File: src/design/ls_settings.svh
`ifndef LS_SETTINGS_SVH
`define LS_SETTINGS_SVH

// Datapath and byte address widths.
`define LS_XLEN 32
`define LS_ADDR_W 32

// Word RAM depth. Addresses wrap.
`define LS_MEM_WORDS 1024

// Fetch buffer entries.
`define LS_FETCH_DEPTH 2

`endif

File: src/design/ls_pkg.sv
`include "ls_settings.svh"

package ls_pkg;

	typedef logic [`LS_XLEN-1:0] word_t;
	typedef logic [`LS_ADDR_W-1:0] addr_t;
	typedef logic [4:0] reg_addr_t;
	typedef logic [`LS_XLEN/8-1:0] byte_en_t;

	typedef enum logic [1:0] {
		LS_NONE,
		LS_LOAD,
		LS_STORE
	} ls_kind_e;

	// Same codes as funct3.
	typedef enum logic [2:0] {
		LS_B  = 3'b000,
		LS_H  = 3'b001,
		LS_W  = 3'b010,
		LS_BU = 3'b100,
		LS_HU = 3'b101
	} ls_size_e;

	typedef struct packed {
		addr_t     pc;
		ls_kind_e  kind;
		ls_size_e  size;
		word_t     exu_res; // ALU result or effective address.
		word_t     store_data;
		logic      rd_ena;
		reg_addr_t rd_addr;
	} ex_op_t;

	typedef struct packed {
		logic      rd_ena;
		reg_addr_t rd_addr;
		word_t     data;
	} fwd_t;

	typedef struct packed {
		logic                   we;
		logic [`LS_ADDR_W-3:0] waddr; // Word address.
		byte_en_t               byte_en;
		word_t                  wdata;
	} mem_req_t;

	typedef struct packed {
		reg_addr_t rd_addr;
		word_t     data;
	} wb_t;

	typedef enum logic [1:0] {
		LSU_IDLE,
		LSU_REQ,
		LSU_RELEASE
	} lsu_state_e;

	typedef enum logic [1:0] {
		FETCH_IDLE,
		FETCH_REQ,
		FETCH_RELEASE
	} fetch_state_e;

endpackage

File: src/design/fetch_unit.sv
`timescale 1ns/1ns
`include "ls_settings.svh"

module fetch_unit import ls_pkg::*; (
	input  logic     clk,
	input  logic     rst_n,
	input  logic     redirect_valid,
	input  addr_t    redirect_pc,
	output logic     fetch_valid,
	input  logic     fetch_ready,
	output addr_t    fetch_pc,
	output word_t    fetch_word,
	output logic     mem_req,
	output mem_req_t mem_cmd,
	input  logic     mem_ack,
	input  word_t    mem_rdata
);

	localparam int DEPTH = `LS_FETCH_DEPTH;
	localparam int PTR_W = (DEPTH > 1) ? $clog2(DEPTH) : 1;
	localparam int CNT_W = $clog2(DEPTH + 1);

	fetch_state_e     state_q;
	logic             active_q;
	logic             discard_q;
	addr_t            next_pc_q;
	addr_t            req_pc_q;
	addr_t            pc_buf [DEPTH];
	word_t            word_buf [DEPTH];
	logic [PTR_W-1:0] wr_ptr_q;
	logic [PTR_W-1:0] rd_ptr_q;
	logic [CNT_W-1:0] count_q;
	logic             issue;
	logic             push;
	logic             pop;

	function automatic logic [PTR_W-1:0] ptr_next(input logic [PTR_W-1:0] p);
		return (p == PTR_W'(DEPTH - 1)) ? '0 : p + 1'b1;
	endfunction

	assign fetch_valid = (count_q != '0);
	assign fetch_pc = pc_buf[rd_ptr_q];
	assign fetch_word = word_buf[rd_ptr_q];
	assign pop = fetch_valid && fetch_ready;

	// One read in flight, so a free slot at issue is enough.
	assign issue = (state_q == FETCH_IDLE) && active_q && !redirect_valid &&
		(count_q < CNT_W'(DEPTH));
	assign push = (state_q == FETCH_REQ) && mem_ack && !discard_q && !redirect_valid;

	assign mem_req = (state_q == FETCH_REQ);
	assign mem_cmd.we = 1'b0;
	assign mem_cmd.waddr = req_pc_q[`LS_ADDR_W-1:2];
	assign mem_cmd.byte_en = '1;
	assign mem_cmd.wdata = '0;

	always_ff @(posedge clk) begin
		if (!rst_n) begin
			state_q <= FETCH_IDLE;
			active_q <= 1'b0;
			discard_q <= 1'b0;
			wr_ptr_q <= '0;
			rd_ptr_q <= '0;
			count_q <= '0;
		end else begin
			case (state_q)
				FETCH_IDLE: if (issue) state_q <= FETCH_REQ;
				FETCH_REQ: if (mem_ack) state_q <= FETCH_RELEASE;
				FETCH_RELEASE: if (!mem_ack) state_q <= FETCH_IDLE;
				default: state_q <= FETCH_IDLE;
			endcase

			// Stale read still completes its handshake.
			if (state_q == FETCH_REQ && mem_ack) begin
				discard_q <= 1'b0;
			end else if (redirect_valid && state_q == FETCH_REQ) begin
				discard_q <= 1'b1;
			end

			if (redirect_valid) begin
				active_q <= 1'b1;
				wr_ptr_q <= '0;
				rd_ptr_q <= '0;
				count_q <= '0;
			end else begin
				if (push) wr_ptr_q <= ptr_next(wr_ptr_q);
				if (pop) rd_ptr_q <= ptr_next(rd_ptr_q);
				count_q <= count_q + CNT_W'(push) - CNT_W'(pop);
			end
		end
	end

	always_ff @(posedge clk) begin
		if (redirect_valid) begin
			next_pc_q <= redirect_pc;
		end else if (issue) begin
			next_pc_q <= next_pc_q + addr_t'(4);
		end
		if (issue) begin
			req_pc_q <= next_pc_q;
		end
		if (push) begin
			pc_buf[wr_ptr_q] <= req_pc_q;
			word_buf[wr_ptr_q] <= mem_rdata;
		end
	end

endmodule

File: config.mk
export PLATFORM = sky130hd
export DESIGN_NAME = fetch_unit
export DESIGN_NICKNAME = d
export VERILOG_FILES = /design/src/design/ls_pkg.sv /design/src/design/fetch_unit.sv
export VERILOG_INCLUDE_DIRS = /design/src /design/src/design
export SDC_FILE = /design/constraint.sdc
export NUM_CORES = 1
export LEC_CHECK = 0
export BUFFER_PORTS_ARGS = -buffer_cell sky130_fd_sc_hd__buf_2
export CAP_MARGIN = 20
export CELL_PAD_IN_SITES_DETAIL_PLACEMENT = 2
export CELL_PAD_IN_SITES_GLOBAL_PLACEMENT = 2
export CORE_ASPECT_RATIO = 1.4
export CORE_MARGIN = 2
export CORE_UTILIZATION = 37
export DETAILED_ROUTE_END_ITERATION = 8
export HOLD_SLACK_MARGIN = 0.12
export PLACE_DENSITY_LB_ADDON = 0.08
export RECOVER_POWER = 25
export SLEW_MARGIN = 20
export SYNTH_ARGS = -nofsm -noshare
export SYNTH_HDL_FRONTEND = slang
export SYNTH_SLANG_ARGS = --single-unit
File: constraint.sdc
create_clock -name clk -period 5.3 [get_ports clk]
set_input_delay 0.265 -clock clk [delete_from_list [all_inputs] [get_ports clk]]
set_output_delay 0.265 -clock clk [all_outputs]
set_load 0.05 [all_outputs]
==> metrics, run 1 <==
GP Congestion 0.725; Crit path arrival time 2.86 ns; Clk pin slew, worst setup/hold paths 0.06 ns; CTS H-tree lvls 1; VDD IR max 0.000169 V; Worst slew margin 0.121; cell-internal power 2.70 mW; IO Port Bufs 164; initial antenna violation count 0; area share of the largest cell type after synthesis 0.691; DR vias 4868; Core Util, Final 0.459; slack of the critical path 2.58 ns; post-place setup slack 2.35 ns; Root Buffer clkbuf_16; CTS tree done; largest area contributor in the netlist edfxtp_1; Hold WS 0.133 ns; Worst setup SP type input port; power density over cell area 341 mW/mm^2; drt total wl 19400 um; Combinational Power Share 0.079; wire per inst 18.6 um; HPWL Detailed 12700 um; full die area 0.0238 sq mm; top-count cell post-synth edfxtp_1; number of global-route vias before repair 5449; clock sink count 201; DP Area 0.00913 sq mm; ANT nets after route 0; CTS-repair resized insts 0; fraction of registers with async set/reset 0; Boundary Pins 202; Total Power 3.50 mW; P&R area growth vs syn 22.9%; Fin Setup TNS 0 ns; Post-CTS Hold Buffers 53; sw power 800 uW; DR pass1 iterations 4; Worst Tran Pin Value 1.32 ns; count of cell types in the netlist 38; Tmin final 2.72 ns; HP Class input port to flip-flop; launch point of the worst hold path redirect_pc[13]; worst reg2reg startpoint state_q[1]; Avg Cell Area, Syn 15.6 sq um; status complete, no violations; count of flip-flops with a built-in enable after synthesis 192; part of the power in registers 0.524; first-pass GRT wire length 30100 um; Final Net Count 798; Slew Viols, Final 0; die width 131 um; Gate Count Post-Synth 536; fillcell total 2247; top cells by area, synth edfxtp_1 69%, mux2_2 8.8%, buf_4 6.2%; GRT Overall Usage 0.164; fmax 368 MHz; Placeable Area 0.0224 sq mm; floorplan row count 65; largest net degree at the start of global routing 65; Final Non-Filler Cells 1041; # diodes 0; Final Hold Vio Count 0; Sw Ratio 0.228; skew final 0.0105 ns; worst-skew pair later-pin latency 0.49 ns; Crit Path Class input port to flip-flop; worst-path fanout max 36; Tcrit/Tclk final 0.513; clock share of power 0.397; maximum clock path buffer count 3; maxcap violations 0; Inst Count DP 952; Yosys reg bits 201; Critical Path End Type flip-flop; final setup violation count 0; Die Ht 182 um; top cells by count, synth 192 x edfxtp_1, 69 x buf_4, 65 x mux2_2, 23 x nand2_1, 23 x nor2_1; P_leak 3.70 nW; Initial Utilization 0.373; Crit. Startpoint redirect_valid; Avg Vias per Cell 4.68; total CTS buffers 20; Seq/Total Area, Yosys 0.712; postcts setup bufs 0; grt total ovfl 0; Finished Cell Area 0.0103 sq mm; post-synthesis cell area 0.00835 sq mm; residual DRC count 0; unrepaired setup endpoints after global routing no; CP required 5.43 ns; fraction of layout cells with a size suffix above 1 0.327; yosys warns 0; drt first-iter violations 204; Top FF cell, synth edfxtp_1
[worst paths after layout]
check / end / slack (ns) / depth (start not counted)
max: pc_buf[1][28] / 2.58 / 4
min: next_pc_q[13] / 0.13 / 3
max reg2reg: pc_buf[1][28] / 2.59 / 4
min reg2reg: req_pc_q[1] / 0.42 / 0
[cells in the final DEF, fill, tap and decap left out, types with 2 or more instances in the layout]
master         instances
edfxtp_1             192
buf_2                136
mux2_2                65
dlygate4sd3_1         53
clkbuf_1              38
conb_1                37
nand2_1               23
nor2_1                21
clkbuf_16             21
o21ai_0               20
a31oi_1               16
xor2_1                11
o31ai_1                9
or4_1                  8
nand4_1                8
dfxtp_1                8
inv_1                  7
nand3_1                7
or3_1                  7
and2_1                 6
xnor2_1                6
buf_4                  6
and3_1                 5
clkinv_1               3
and4_1                 3
or3_2                  3
ha_1                   3
nor2_4                 2
bufinv_16              2
[power groups by stage]
stage / logic, mW / registers (mW) / clock network (mW)
finish: 0.277 / 1.83 / 1.39
global route: 0.299 / 1.84 / 1.49
CTS: 0.281 / 1.83 / 1.43
detailed placement: 0.250 / 1.87 / 0
global placement: 0.244 / 1.86 / 0
floorplan: 0.217 / 1.85 / 0
[critical path, stage by stage]
cell and delay, ns:
clkbuf_1 0.52, or3_1 0.71, nor2_4 0.79, buf_4 0.55
[per-layer routing]
metal	GRT usage	share of wire
met1	0.202	0.42
met2	0.298	0.52
met3	0.0250	0.048
met4	0.0383	0.013
met5	0	0
[layout make-up]
class / count / area, sq um / area share
clock buffer: 31 / 563 / 0.0549
clock inverter: 5 / 72.6 / 0.00707
inverter: 8 / 30.0 / 0.00293
multi-input combinational: 272 / 1910 / 0.186
sequential: 201 / 5950 / 0.580
tap: 301 / 377 / 0.0367
timing repair buffer: 223 / 1360 / 0.133
[sequential cells by signal, summed over array words and instances, names as in the netlist, named ones only]
| name | count |
|---|---|
| pc_buf | 64 |
| word_buf | 64 |
| next_pc_q | 32 |
| req_pc_q | 32 |
| count_q | 2 |
| state_q | 2 |
| active_q | 1 |
| discard_q | 1 |
| rd_ptr_q | 1 |
| wr_ptr_q | 1 |
[cell families after synthesis]
family                   count (synthesis)  synth area share
AO/OA/AOI/OAI                           48            0.0345
XOR/XNOR                                17            0.0178
adder cells (fa/ha/maj)                  3           0.00450
buffers and inverters                   98            0.0764
flip-flops                             201             0.712
multiplexers                            65            0.0877
other                                    2          0.000900
AND/OR/NAND/NOR                        102            0.0659
Power figures use the tool's default switching activity.
==> run 2, diff against run 1 <==
==> constraint.sdc (replaced) <==
create_clock -name clk -period 2.7 [get_ports clk]
set_input_delay 0.135 -clock clk [delete_from_list [all_inputs] [get_ports clk]]
set_output_delay 0.135 -clock clk [all_outputs]
set_load 0.05 [all_outputs]
==> run 2 against run 1 <==
Net effect: die area is the same; global-route usage shrank 0.42 points; flip-flop and latch count is the same; clock power grew 79%; core utilization grew 0.77 points; wire length shrank 0.39%; critical endpoint is now next_pc_q[26]; largest cell class unchanged; highest routed layer unchanged.
==> metrics, run 2 (synthesis results as in run 1) <==
Crit Path Class flip-flop to flip-flop; Crit path arrival time 2.48 ns (-0.38 ns); ANT nets after route 0 (unchanged); power density over cell area 638 mW/mm^2 (+87%); Final Hold Vio Count 0 (unchanged); slack of the critical path 0.546 ns (-2.03 ns); GRT Overall Usage 0.160 (-0.00416); fillcell total 2251 (+0.18%); largest net degree at the start of global routing 65 (unchanged); leading registers by flop count pc_buf: 64 flops, word_buf: 64 flops; DP Area 0.00919 sq mm (+0.60%); Die Ht 182 um (unchanged); fraction of layout cells with a size suffix above 1 0.331 (+0.00366); P&R area growth vs syn 25.0%; maximum clock path buffer count 3 (unchanged); unrepaired setup endpoints after global routing no; die width 131 um (unchanged); Boundary Pins 202 (unchanged); Tmin final 2.15 ns; Clk pin slew, worst setup/hold paths 0.06 ns (about the same); CP required 3.02 ns (-2.41 ns); drt total wl 19300 um (-0.39%); worst-skew pair later-pin latency 0.48 ns (about the same); FF/Latch Area 0.00595 sq mm (about the same); DR pass1 iterations 4 (unchanged); post-place setup slack 0.519 ns (-1.83 ns); drt first-iter violations 170 (-17%); Root Buffer clkbuf_16; Finished Cell Area 0.0104 sq mm (+1.7%); commonest non-fill, non-tap cell in the layout edfxtp_1; Placeable Area 0.0224 sq mm (unchanged); DR vias 4946 (+1.6%); CTS H-tree lvls 1 (unchanged); residual DRC count 0 (unchanged); Critical Path End Type flip-flop; HP Class input port to flip-flop; HPWL Detailed 12900 um (+1.8%); fmax 464 MHz; worst-path fanout max 16 (-56%); multi-input logic area 0.00191 sq mm (unchanged); worst reg2reg startpoint next_pc_q[5]; IO Port Bufs 164 (unchanged); first-pass GRT wire length 29600 um (-1.8%); Post-CTS Hold Buffers 70 (+32%); final setup violation count 0 (unchanged); Slew Viols, Final 0 (unchanged); Core Util, Final 0.466 (+0.00766); Initial Utilization 0.373 (unchanged); # diodes 0 (unchanged); clock sink count 201 (unchanged); grt total ovfl 0 (unchanged); wire per inst 18.3 um (-1.9%); Final Net Count 818 (+2.5%); GP Congestion 0.724 (-0.17%); Final Non-Filler Cells 1057 (+1.5%); VDD IR max 0.000407 V (+140%); Worst setup SP type flip-flop; initial antenna violation count 0 (unchanged); Total Power 6.66 mW (+90%); commonest cells after routing, fill and taps aside 192 x edfxtp_1, 140 x buf_2, 70 x dlygate4sd3_1, 65 x mux2_2, 37 x conb_1; CTS tree done; full die area 0.0238 sq mm (unchanged); skew final 0.00565 ns (-0.00480 ns); Inst Count DP 954 (+0.21%); maxcap violations 0 (unchanged); floorplan row count 65 (unchanged); status complete, no violations; launch point of the worst hold path mem_rdata[17]; P_leak 3.78 nW (+2.3%); Tcrit/Tclk final 0.798; CTS-repair resized insts 0 (unchanged); postcts setup bufs 0 (unchanged); total CTS buffers 21 (+5.0%); Crit. Startpoint next_pc_q[5]; number of global-route vias before repair 5397 (-0.95%); Avg Vias per Cell 4.68 (about the same)
==> run 2: cell types whose count changed in the layout (fill, tap and decap cells not counted) <==
| cell | previous run | this run |
|---|---|---|
| dfxtp_2 | 1 | 0 |
| clkbuf_1 | 38 | 29 |
| dfxtp_4 | 0 | 1 |
| buf_4 | 6 | 5 |
| clkinv_2 | 1 | 5 |
| bufinv_16 | 2 | 0 |
| buf_2 | 136 | 140 |
| buf_12 | 0 | 3 |
| dlygate4sd3_1 | 53 | 70 |
==> run 2: power by group <==
part	internal (mW)	switching [mW]	total (mW)
Clock	1.41	1.08	2.49
Combinational	0.179	0.386	0.565
Sequential	3.52	0.0799	3.60
==> run 2: final timing paths <==
path              depth (start not counted)  slack, ns         endpoint
hold reg to reg                           0       0.45      req_pc_q[0]
setup / recovery                          4       0.55    next_pc_q[26]
setup reg to reg                          4       0.55    next_pc_q[26]
hold / removal                            2       0.38  word_buf[1][17]
==> run 2: area by class of cell <==
cell class / count / share of cell area
clock buffers: 26 / 0.0522
clock inverters: 7 / 0.00312
inverters: 8 / 0.00288
multi-input cells: 272 / 0.183
flip-flops and latches: 201 / 0.570
well taps: 301 / 0.0361
repair buffers: 242 / 0.152
==> run 2: worst max-delay path: stages, from the launching register on <==
cell and delay, ns:
edfxtp_1 0.44, and4_1 0.42, nand4_2 0.39, or4_1 0.54
a31oi_1 0.19
==> run 2: layer usage <==
metal  share of wire  up-vias  GRT usage
met5               0        -          0
met4           0.012        0     0.0353
met3           0.056       14     0.0309
met2            0.53      137      0.296
met1            0.40     2475      0.188
li1                -     2320          -
==> run 2: stage by stage <==
stage	hold slack, ns	TNS [ns]
after floorplan	0.234	-41.81
after global placement	0.323	0
final	0.381	0
after global routing	0.375	0
after detailed placement	0.329	0
after CTS	0.365	0
==> run 3, diff against run 2 <==
==> constraint.sdc (replaced) <==
create_clock -name clk -period 2 [get_ports clk]
set_input_delay 0.1 -clock clk [delete_from_list [all_inputs] [get_ports clk]]
set_output_delay 0.1 -clock clk [all_outputs]
set_load 0.05 [all_outputs]
==> run 3 against run 2 <==
Net effect: maximum frequency rose by 13%; hold slack got worse by 0.034 ns; core utilization rose by 1.8 points; cell count rose by 3.0%; setup slack got worse by 0.45 ns; total power rose by 44%; die area did not move; global-route usage rose by 1.8 points.
==> metrics, run 3 (synthesis results as in run 1) <==
HP Class input port to flip-flop; commonest non-fill, non-tap cell in the layout edfxtp_1; Crit Path Class flip-flop to flip-flop; DR pass1 iterations 4 (unchanged); Initial Utilization 0.373 (unchanged); Final Hold Vio Count 0 (unchanged); Slowest-stage cell, CP or3_4; slowest stage delay, CP 0.35 ns (-0.19 ns); initial antenna violation count 0 (unchanged); wire per inst 19.6 um (+7.2%); clock share of power 0.405 (+0.031); Boundary Pins 202 (unchanged); Crit path arrival time 2.29 ns (-0.19 ns); Tmin final 1.91 ns (-0.249 ns); Critical Path End Type flip-flop; Inst Count DP 979 (+2.6%); drt first-iter violations 186 (+9.4%); fraction of layout cells with a size suffix above 1 0.369 (+0.0386); IO Port Bufs 164 (unchanged); CTS tree done; multi-input logic area 0.00194 sq mm (+1.7%); CP required 2.38 ns (-0.64 ns); Final Non-Filler Cells 1089 (+3.0%); drt total wl 21300 um (+10%); Hold WS 0.347 ns (-0.0343 ns); Sw Ratio 0.233 (+0.00142); total CTS buffers 21 (unchanged); worst-path fanout max 4 (-12); skew final 0.00746 ns (+0.00181 ns); leading registers by flop count pc_buf: 64 flops, word_buf: 64 flops; Die Ht 182 um (unchanged); Combinational Power Share 0.091 (+0.006); Avg Vias per Cell 4.67 (-0.15%); worst-skew pair later-pin latency 0.49 ns (about the same); die width 131 um (unchanged); grt total ovfl 0 (unchanged); Placeable Area 0.0224 sq mm (unchanged); FF/Latch Area 0.00595 sq mm (about the same); Slew Viols, Final 0 (unchanged); commonest cells after routing, fill and taps aside 192 x edfxtp_1, 136 x buf_2, 70 x dlygate4sd3_1, 65 x mux2_2, 37 x conb_1; fillcell total 2196 (-2.4%); maxcap violations 0 (unchanged); HPWL Detailed 13800 um (+7.1%); GRT Overall Usage 0.178 (+0.0183); Clk pin slew, worst setup/hold paths 0.06 ns (about the same); residual DRC count 0 (unchanged); maximum clock path buffer count 3 (unchanged); power density over cell area 884 mW/mm^2 (+39%); P_leak 3.97 nW (+5.0%); largest net degree at the start of global routing 38 (-42%); Total Power 9.59 mW (+44%); Final Net Count 846 (+3.4%); P&R area growth vs syn 29.8%; full die area 0.0238 sq mm (unchanged); GP Congestion 0.724 (about the same); sw power 2.24 mW (+45%); Cell Chain, Critical Path nand3b_1, or3_4, ha_1, inv_1, ha_2, xor2_2, xnor2_1, nor2_1; status complete, no violations; ANT nets after route 0 (unchanged); floorplan row count 65 (unchanged); Worst setup SP type flip-flop; # diodes 0 (unchanged); Core Util, Final 0.485 (+0.0182); Root Buffer clkbuf_16; VDD IR max 0.000483 V (+19%); first-pass GRT wire length 32400 um (+9.6%); final setup violation count 0 (unchanged); CTS H-tree lvls 1 (unchanged); cell-internal power 7.35 mW (+44%); part of the power in registers 0.504 (-0.037); clock sink count 201 (unchanged); Tcrit/Tclk final 0.953 (+0.155); DR vias 5088 (+2.9%); fmax 525 MHz (+13%); number of global-route vias before repair 5703 (+5.7%)
## run 3: cell types whose count changed in the layout (fill, tap and decap cells not counted), moves of 3 or more
cell       change
buf_4         +23
buf_12         +5
buf_2          -4
bufinv_16      +3
## run 3: power by group through the flow
| stage | Combinational [mW] | Sequential (mW) | Clock, mW |
|---|---|---|---|
| 2_1_floorplan | 0.577 | 4.91 | 0 |
| 3_3_place_gp | 0.736 | 4.91 | 0 |
| 3_5_place_dp | 0.764 | 4.92 | 0 |
| 4_1_cts | 0.877 | 4.83 | 3.99 |
| 5_1_grt | 0.943 | 4.84 | 4.15 |
| 6_report | 0.874 | 4.83 | 3.88 |
## run 3: final cells by class
class                      instances  area share
tap                              301      0.0347
clock inverter                    16      0.0143
clock buffer                      21      0.0485
sequential                       201       0.549
multi-input combinational        272       0.179
inverter                           8     0.00277
timing repair buffer             270       0.171
## run 3: layer usage
layer / track usage / share of wire / up-vias
li1: - / - / 2374
met1: 0.209 / 0.38 / 2536
met2: 0.331 / 0.54 / 147
met3: 0.0301 / 0.052 / 31
met4: 0.0447 / 0.019 / 0
met5: 0 / 0 / -
## run 3: path summary, 6_finish.rpt
kind / startpoint / end / slack [ns] / cells after the start
min reg2reg: next_pc_q[0] / req_pc_q[0] / 0.44 / 0
max: state_q[1] / count_q[1] / 0.09 / 8
max reg2reg: state_q[1] / count_q[1] / 0.09 / 8
min: mem_rdata[14] / word_buf[0][14] / 0.35 / 2
## run 3: worst max-delay path: cells and delay by family (launching register included)
family                   cells  cell delay, ns
AND/OR/NAND/NOR              3            0.60
XOR/XNOR                     2            0.30
adder cells (fa/ha/maj)      2            0.49
buffers and inverters        1            0.07
flip-flops                   1            0.34
## run 3: repair_timing
item,4_1_cts,5_1_grt
hold endpoints to repair,107,0
hold buffers,70,0
resized for setup,2,8
pin swaps,0,1
setup endpoints to repair,7,39
buffers inserted,0,3
## run 3: through the flow
stage,cell area [sq um],setup TNS (ns),setup WS [ns]
after floorplan,8510,-39.29,-0.317
after global placement,9440,0,0.0865
after detailed placement,9440,-0.0623,-0.0532
after CTS,10800,0,0.00295
after global routing,10800,-0.0107,-0.0107
final,10800,0,0.0946
